<file path="src/rvCore_macros.svh">
`ifndef RVCORE_MACROS_SVH
`define RVCORE_MACROS_SVH

// datapath and address width
`define XLEN 32

// architectural registers, x0 included
`define REG_COUNT 32

`define RESET_PC 32'h0000_0000

`endif
</file>
<file path="src/rvCorePkg.sv">
package rvCorePkg;

    // major opcodes of the supported subset, standard RV32I encodings
    typedef enum logic [6:0] {
        opImm    = 7'b0010011, // addi
        opReg    = 7'b0110011, // add sub and or xor slt
        opLoad   = 7'b0000011, // lw
        opStore  = 7'b0100011, // sw
        opBranch = 7'b1100011, // beq bne
        opJal    = 7'b1101111,
        opLui    = 7'b0110111
    } opcodeT;

    typedef enum logic [2:0] {
        aluAdd   = 3'b000,
        aluSub   = 3'b001,
        aluAnd   = 3'b010,
        aluOr    = 3'b011,
        aluXor   = 3'b100,
        aluSlt   = 3'b101, // signed compare
        aluPassB = 3'b110  // lui passes the immediate
    } aluOpT;

    typedef enum logic [2:0] {
        immI = 3'b000,
        immS = 3'b001,
        immB = 3'b010,
        immU = 3'b011,
        immJ = 3'b100
    } immSrcT;

endpackage

</file>
<file path="src/coreIfs.sv">
`timescale 1ns/10ps
`include "rvCore_macros.svh"

// controls from the decoder, split between imm generation and execute
interface decodeIf import rvCorePkg::*; ();
    logic   regWrite;
    aluOpT  aluCtrl;
    logic   aluSrc;    // 1 selects imm as alu operand b
    immSrcT immSrc;
    logic   memWrite;
    logic   resultSrc; // 1 selects load data
    logic   branch;
    logic   jump;      // jal
    logic   branchNe;  // invert the equality test

    modport decoder (
        output regWrite, aluCtrl, aluSrc, immSrc, memWrite,
        output resultSrc, branch, jump, branchNe
    );

    modport immUser (input immSrc);

    modport exec (
        input regWrite, aluCtrl, aluSrc, memWrite,
        input resultSrc, branch, jump, branchNe
    );
endinterface

// register operands and immediate of the current instruction
interface operandIf ();
    logic [`XLEN-1:0]               rs1Data;
    logic [`XLEN-1:0]               rs2Data;
    logic [`XLEN-1:0]               imm;
    logic [$clog2(`REG_COUNT)-1:0] rdAddr;

    modport source (output rs1Data, rs2Data, imm, rdAddr);
    modport sink (input rs1Data, rs2Data, imm, rdAddr);
endinterface

</file>
<file path="src/controlUnit.sv">
`timescale 1ns/10ps
`include "rvCore_macros.svh"

module controlUnit import rvCorePkg::*; (
    input  logic [`XLEN-1:0] instr,
    decodeIf.decoder         dec
);

    logic [2:0] funct3;
    logic [6:0] funct7;

    assign funct3 = instr[14:12];
    assign funct7 = instr[31:25];

    always_comb
    begin
        dec.regWrite  = 1'b0; // everything idle unless decoded below
        dec.aluCtrl   = aluAdd;
        dec.aluSrc    = 1'b0;
        dec.immSrc    = immI;
        dec.memWrite  = 1'b0;
        dec.resultSrc = 1'b0;
        dec.branch    = 1'b0;
        dec.jump      = 1'b0;
        dec.branchNe  = 1'b0;

        case (opcodeT'(instr[6:0]))
            opImm:
                if (funct3 == 3'b000) // addi only
                begin
                    dec.regWrite = 1'b1;
                    dec.aluSrc   = 1'b1;
                end
            opReg:
                if (funct7 == 7'b0100000 && funct3 == 3'b000) // sub
                begin
                    dec.regWrite = 1'b1;
                    dec.aluCtrl  = aluSub;
                end
                else if (funct7 == 7'b0000000)
                begin
                    dec.regWrite = 1'b1; // cleared again for unsupported funct3
                    case (funct3)
                        3'b000: dec.aluCtrl = aluAdd;
                        3'b010: dec.aluCtrl = aluSlt;
                        3'b100: dec.aluCtrl = aluXor;
                        3'b110: dec.aluCtrl = aluOr;
                        3'b111: dec.aluCtrl = aluAnd;
                        default: dec.regWrite = 1'b0; // shifts, sltu
                    endcase
                end
            opLoad:
                if (funct3 == 3'b010) // lw with address rs1 + imm
                begin
                    dec.regWrite  = 1'b1;
                    dec.aluSrc    = 1'b1;
                    dec.resultSrc = 1'b1;
                end
            opStore:
                if (funct3 == 3'b010) // sw
                begin
                    dec.memWrite = 1'b1;
                    dec.aluSrc   = 1'b1;
                    dec.immSrc   = immS;
                end
            opBranch:
                if (funct3 == 3'b000 || funct3 == 3'b001) // beq, bne
                begin
                    dec.branch   = 1'b1;
                    dec.branchNe = funct3[0];
                    dec.immSrc   = immB;
                end
            opJal:
            begin
                dec.regWrite = 1'b1; // link register gets pc + 4
                dec.jump     = 1'b1;
                dec.immSrc   = immJ;
            end
            opLui:
            begin
                dec.regWrite = 1'b1;
                dec.aluCtrl  = aluPassB;
                dec.aluSrc   = 1'b1;
                dec.immSrc   = immU;
            end
            default: ; // unsupported opcode acts as a no-op
        endcase
    end

endmodule

</file>
<file path="src/executeUnit.sv">
`timescale 1ns/10ps
`include "rvCore_macros.svh"

module executeUnit import rvCorePkg::*; (
    input  logic                          clk,
    input  logic                          arstN,
    input  logic                          instrValid,
    decodeIf.exec                         dec,
    operandIf.sink                        ops,
    input  logic [`XLEN-1:0]              memRdata,
    output logic [`XLEN-1:0]              pc,
    output logic                          wbEn,
    output logic [$clog2(`REG_COUNT)-1:0] wbAddr,
    output logic [`XLEN-1:0]              wbData,
    output logic                          memWriteEn,
    output logic [`XLEN-1:0]              memAddr,
    output logic [`XLEN-1:0]              memWdata
);

    logic [`XLEN-1:0] srcB;
    logic [`XLEN-1:0] aluResult;
    logic [`XLEN-1:0] pcPlus4;
    logic [`XLEN-1:0] pcTarget;
    logic [`XLEN-1:0] pcNext;
    logic             branchTaken;

    assign srcB = dec.aluSrc ? ops.imm : ops.rs2Data; // imm for addi, lw, sw, lui

    always_comb
    begin
        case (dec.aluCtrl)
            aluSub:   aluResult = ops.rs1Data - srcB;
            aluAnd:   aluResult = ops.rs1Data & srcB;
            aluOr:    aluResult = ops.rs1Data | srcB;
            aluXor:   aluResult = ops.rs1Data ^ srcB;
            aluSlt:   aluResult = {{(`XLEN-1){1'b0}},
                                   $signed(ops.rs1Data) < $signed(srcB)};
            aluPassB: aluResult = srcB;
            default:  aluResult = ops.rs1Data + srcB;
        endcase
    end

    // beq takes on equal, bne on unequal
    assign branchTaken = dec.branch && ((ops.rs1Data == ops.rs2Data) ^ dec.branchNe);

    assign pcPlus4  = pc + `XLEN'd4;
    assign pcTarget = pc + ops.imm; // B or J offset
    assign pcNext   = (dec.jump || branchTaken) ? pcTarget : pcPlus4;

    // pc only moves on a valid instruction
    always_ff @(posedge clk or negedge arstN)
    begin
        if (!arstN)
        begin
            pc <= `RESET_PC;
        end
        else if (instrValid)
        begin
            pc <= pcNext;
        end
    end

    always_comb
    begin
        if (dec.jump)
            wbData = pcPlus4; // link address
        else if (dec.resultSrc)
            wbData = memRdata; // lw passes the word through
        else
            wbData = aluResult;
    end

    assign wbAddr = ops.rdAddr;
    assign wbEn   = instrValid && dec.regWrite && (ops.rdAddr != '0); // drop x0

    assign memWriteEn = instrValid && dec.memWrite;
    assign memAddr    = aluResult; // rs1 + imm for lw and sw
    assign memWdata   = ops.rs2Data;

    // next pc takes the target from one source only
    assert property (@(posedge clk) disable iff (!arstN) !(dec.jump && dec.branch))
        else $error("decoder raised jump and branch together");

    // no decoded instruction both stores and writes a register
    assert property (@(posedge clk) disable iff (!arstN) !(memWriteEn && wbEn))
        else $error("store and register write-back in the same cycle");

endmodule

</file>
<file path="src/operandFetch.sv">
`timescale 1ns/10ps
`include "rvCore_macros.svh"

module operandFetch import rvCorePkg::*; (
    input  logic                          clk,
    input  logic                          arstN,
    input  logic [`XLEN-1:0]              instr,
    decodeIf.immUser                      dec,
    operandIf.source                      ops,
    input  logic                          wbEn,
    input  logic [$clog2(`REG_COUNT)-1:0] wbAddr,
    input  logic [`XLEN-1:0]              wbData
);

    localparam int REG_AW = $clog2(`REG_COUNT);

    logic [`XLEN-1:0]  regs [0:`REG_COUNT-1];
    logic [REG_AW-1:0] rs1Addr;
    logic [REG_AW-1:0] rs2Addr;

    assign rs1Addr    = instr[15+REG_AW-1:15];
    assign rs2Addr    = instr[20+REG_AW-1:20];
    assign ops.rdAddr = instr[7+REG_AW-1:7];

    // register file, whole array cleared on reset
    always_ff @(posedge clk or negedge arstN)
    begin
        if (!arstN)
        begin
            for (int i = 0; i < `REG_COUNT; i++)
            begin
                regs[i] <= '0;
            end
        end
        else if (wbEn && wbAddr != '0) // x0 stays zero
        begin
            regs[wbAddr] <= wbData;
        end
    end

    // two async read ports, x0 hardwired
    assign ops.rs1Data = (rs1Addr == '0) ? '0 : regs[rs1Addr];
    assign ops.rs2Data = (rs2Addr == '0) ? '0 : regs[rs2Addr];

    // sign-extended immediate per format
    always_comb
    begin
        case (dec.immSrc)
            immS:
                ops.imm = {{(`XLEN-12){instr[31]}}, instr[31:25], instr[11:7]};
            immB:
                ops.imm = {{(`XLEN-13){instr[31]}}, instr[31], instr[7],
                           instr[30:25], instr[11:8], 1'b0};
            immJ:
                ops.imm = {{(`XLEN-21){instr[31]}}, instr[31], instr[19:12],
                           instr[20], instr[30:21], 1'b0};
            immU:
                ops.imm = {instr[31:12], {(`XLEN-20){1'b0}}}; // upper 20 bits
            default:
                ops.imm = {{(`XLEN-12){instr[31]}}, instr[31:20]}; // I format
        endcase
    end

    // execute must already suppress wbEn for rd == x0
    assert property (@(posedge clk) disable iff (!arstN) !(wbEn && wbAddr == '0))
        else $error("write-back to x0 reached the register file");

endmodule

</file>
<file path="src/rvCore.sv">
`timescale 1ns/10ps
`include "rvCore_macros.svh"

module rvCore (
    input  logic                          clk,
    input  logic                          arstN,
    input  logic [`XLEN-1:0]              instr,
    input  logic                          instrValid, // low stalls the core
    output logic [`XLEN-1:0]              pc,
    output logic                          wbEn,
    output logic [$clog2(`REG_COUNT)-1:0] wbAddr,
    output logic [`XLEN-1:0]              wbData,
    output logic                          memWriteEn,
    output logic [`XLEN-1:0]              memAddr,
    output logic [`XLEN-1:0]              memWdata,
    input  logic [`XLEN-1:0]              memRdata    // same-cycle load data
);

    decodeIf  decBus ();
    operandIf opBus ();

    controlUnit uControl (
        .instr (instr),
        .dec   (decBus.decoder)
    );

    // decodes alongside the control unit, write-back loops in from execute
    operandFetch uOperands (
        .clk    (clk),
        .arstN  (arstN),
        .instr  (instr),
        .dec    (decBus.immUser),
        .ops    (opBus.source),
        .wbEn   (wbEn),
        .wbAddr (wbAddr),
        .wbData (wbData)
    );

    executeUnit uExecute (
        .clk        (clk),
        .arstN      (arstN),
        .instrValid (instrValid),
        .dec        (decBus.exec),
        .ops        (opBus.sink),
        .memRdata   (memRdata),
        .pc         (pc),
        .wbEn       (wbEn),
        .wbAddr     (wbAddr),
        .wbData     (wbData),
        .memWriteEn (memWriteEn),
        .memAddr    (memAddr),
        .memWdata   (memWdata)
    );

endmodule

</file>
<file path="config.mk">
export PLATFORM = sky130hd
export DESIGN_NAME = rvCore
export DESIGN_NICKNAME = d
export VERILOG_FILES = /design/src/rvCorePkg.sv /design/src/coreIfs.sv /design/src/controlUnit.sv /design/src/executeUnit.sv /design/src/operandFetch.sv /design/src/rvCore.sv
export VERILOG_INCLUDE_DIRS = /design/src
export SDC_FILE = /design/constraint.sdc
export NUM_CORES = 2
export LEC_CHECK = 0
export BUFFER_PORTS_ARGS = -buffer_cell sky130_fd_sc_hd__clkbuf_2
export CAP_MARGIN = 20
export CORE_AREA = 5 5 404 406
export CTS_BUF_LIST = sky130_fd_sc_hd__clkbuf_8 sky130_fd_sc_hd__clkbuf_16
export DETAILED_ROUTE_END_ITERATION = 12
export DIE_AREA = 0 0 409 411
export PLACE_DENSITY = 0.64
export REMOVE_ABC_BUFFERS = 1
export SYNTH_ARGS = -nofsm -noshare
export SYNTH_HDL_FRONTEND = slang
export SYNTH_SLANG_ARGS = --single-unit
</file>
<file path="constraint.sdc">
create_clock -name clk -period 10.4 [get_ports clk]
set_input_delay 2.08 -clock clk [delete_from_list [all_inputs] [get_ports clk]]
set_output_delay 2.08 -clock clk [all_outputs]
set_load 0.02 [all_outputs]
</file>
==> metrics <==
synthesis warning total 0; Sink Count 1056; Die W roughly 400 um; DRC 0; CTS H-tree lvls 3; setup_tns -12.82 ps; TritonRoute pass-1 iters 6; Final Util 44.86%; total power 10.01 mW; hold path depth 0; initial antenna violation count 12; Crit Path Class primary input to output pin; CP arrival 8330 ps; final hold violations 0; Initial DRC Count 7331; skew final 56.29 ps; Hold Path End uOperands.regs[996]; Yosys cell types 93; Syn Std Cell Area 0.06329 sq mm; largest net degree at the start of global routing 186; Mapped Cells 6320; post-DP HPWL 175300 um; Slew @ Worst Pin 1287 ps; Max IR drop VDD between 0.1 and 0.15 mV; placed cell areas a little under 0.07 sq mm; DRT antenna net count 0; RSZ-0062 raised after global routing yes; height of the die roughly 410 um; Final Setup Violations 1; Remaining Overflow, GRT 0; Num CTS Buffers 112; Area Growth Syn to Fin 13.04%; TritonCTS clock tree done; Critical R2R Launch uOperands.regs[147]; power per cell area between 100 and 150 mW/mm^2; DR WL/cell 30.51 um; CP Capture Type output pin; Worst path max stage delay slightly above 600 ps; Total GRT Usage between 30% and 40%; Final WS setup -12.82 ps; Max Root-Sink Buffers 3; Rel. slew slack between 10% and 20%; number of flops mapped to enable cells by yosys 0; clk root buf clkbuf_16; reg2reg end uOperands.regs[477]; slowest CP cell a22oi_1; Main synth FF type dfrtp_1; Initial Utilization between 30% and 40%; Die Area 0.1681 sq mm; Worst-Skew Late Latency 780 ps; failing checks negative setup slack; share of cells above drive strength 1 20.15%; Final min period about 10000 ps; cell chain of the critical path clkbuf_2, and4bb_1, nand2_1, nor2_1, a211oi_2, a22oi_1, a21boi_0, ha_1, o21ba_2, o21ai_0, a21oi_1, a2111oi_2, buf_4, o31ai_1, a2111oi_0, buf_4, nor2_1, or4_1, a41oi_1, buf_4, o31a_1, inv_1, clkbuf_2; clock-pin slew on the worst setup and hold paths 60 ps; leakage 31.60 nW; row count 147; sequential fraction of the synthesis area 41.75%; Critical Path RT 8320 ps; Final #Nets 6571; Yosys reg bits 1056; Hold Path Class register to register; global placer's final weighted congestion 0.9942; Avg Inst Size Synth approximately 10 sq um; core area 0.1595 sq mm; post-route cell area between 0.07 and 0.08 sq mm; worst-path fanout max 7; fin crit share 100.1%; reg-to-reg slack, setup approximately 4200 ps; Port-buffer cells around 200; Slew Viols, Final 0; detailed-route via count 54631; Worst setup SP type primary input; io pins ~200; setup bufs post-CTS 0; post-synthesis async set-or-reset flop share between 90% and 100%; Reg2Reg Depth 19; vias in the first global route 52106; outcome complete, but fails checks; DR vias/cell between 6 and 7; hold path start uOperands.regs[996]; max_cap viols 0; first-pass GRT wire length around 370000 um; Post-Place Worst Slack -33.27 ps; most frequent cell on the critical path buf_4; Peak Freq 96.04 MHz; routed wire length 260900 um
==> per-layer routing <==
metal / wire, um / global-route usage [%] / vias to the layer above
li1: - / - / 23060
met1: 99480 / 39.88 / 27322
met2: 109700 / 43.85 / 3468
met3: 33250 / 9.701 / 773
met4: 18370 / 18.01 / 8
met5: 55 / 0 / -
==> where the power goes <==
part | total, mW | switching [mW] | internal (mW) | leakage [nW]
combinational | 1.50 | 0.996 | 0.503 | 15.0
sequential | 4.26 | 0.0935 | 4.17 | 14.7
clock | 4.25 | 1.81 | 2.43 | 1.97
==> area by class of cell <==
cell class / count / area [sq um]
Tap cell: 2086 / 2610
Inverter: 187 / 701.9
Antenna cell: 8 / 20.02
Multi-Input combinational cell: 4477 / 33870
Clock buffer: 135 / 3131
Sequential cell: 1056 / 26430
Clock inverter: 66 / 737.0
Fill cell: 14832 / 87920
Timing Repair Buffer: 536 / 4041
==> sequential cells by signal (all words and copies together), names as in the netlist <==
register        count
uExecute.pc        32
uOperands.regs   1024
==> worst max-delay path, delay by kind of cell <==
kind	cells	cell delay, ps
AND/OR/NAND/NOR	5	1500
AO/OA/AOI/OAI	11	3370
buffers and inverters	6	960
adder cells (fa/ha/maj)	1	420
==> cell usage in the layout, fill, tap and decap left out, drive strengths merged, types with 31 or more instances in the layout <==
master,netlist,routed
clkbuf,447,330
o22ai,58,58
xnor2,53,53
xor2,35,35
and3,31,31
mux2i,269,269
nor2,402,402
a21o,46,46
o21ai,870,870
nor3,36,36
nand2,991,991
mux4,445,445
a22o,35,35
dfrtp,1056,1056
ha,131,131
a211o,43,43
a21oi,384,384
nand3,43,43
a211oi,45,45
a22oi,56,56
o221ai,70,70
buf,153,341
inv,185,206
==> per-stage QoR <==
step	instances	hold WS [ps]
4_1_cts	8535	397.6
5_1_grt	8544	406.7
3_3_place_gp	8334	378.5
3_5_place_dp	8334	383.6
6_report	8551	398.2
2_1_floorplan	5720	365.3
==> cell families after synthesis <==
| kind of cell | synth area share, % |
|---|---|
| AO/OA/AOI/OAI | 17.57 |
| XOR/XNOR | 1.218 |
| adder cells (fa/ha/maj) | 2.701 |
| buffers and inverters | 5.286 |
| flip-flops | 41.75 |
| multiplexers | 20.49 |
| AND/OR/NAND/NOR | 10.98 |
==> how the worst max path moves through the flow <==
| stage | start | endpoint | cells after the start |
|---|---|---|---|
| 2_1_floorplan | instr[2] | wbData[28] | 19 |
| 3_3_place_gp | instr[20] | wbData[28] | 22 |
| 3_5_place_dp | instr[20] | wbData[28] | 22 |
| 4_1_cts | instr[20] | wbData[29] | 24 |
| 5_1_grt | instr[20] | wbData[29] | 21 |
| 6_report | instr[3] | wbData[29] | 23 |
==> timing repair <==
item | 4_1_cts | 5_1_grt
endpoints found under the hold margin | 0 | 0
endpoints found under the setup margin | 2 | 11
hold buffers | 0 | 0
pin swaps | 0 | 1
gates resized for setup | 2 | 15
==> synthesized netlist by cell type, types with 14 or more instances <==
master    count  area, sq um
nor2b_1      14        87.58
o21a_1       29        217.7
xor2_1       35        306.5
o211ai_1     25        187.7
mux4_2      445        10020
a21oi_1     382         1912
xnor2_1      53        464.2
a211o_1      43        376.6
a31oi_1      18        112.6
buf_4        33        247.7
nor3_1       34        170.2
ha_1        131         1639
and2_1       19        118.9
o22ai_1      57        356.6
o31ai_1      21        157.7
a211oi_1     41        307.8
clkbuf_1    447         1678
nor2_1      402         1509
nand4_1      25        156.4
mux2_2       19        214.0
o21bai_1     25        187.7
o221ai_1     70        613.1
mux2i_1     269         2693
a21o_1       46        345.3
a221oi_1     18        157.7
buf_1        21        78.83
buf_2        76        380.4
dfrtp_1    1056        26430
a22oi_1      56        420.4
inv_1       185        694.4
a22o_1       35        306.5
and3_1       31        193.9
o21ai_0     858         4294
nand3_1      43        215.2
or3_1        15        93.84
buf_6        23        259.0
nand2_1     990         3716
Power figures use the tool's default switching activity.
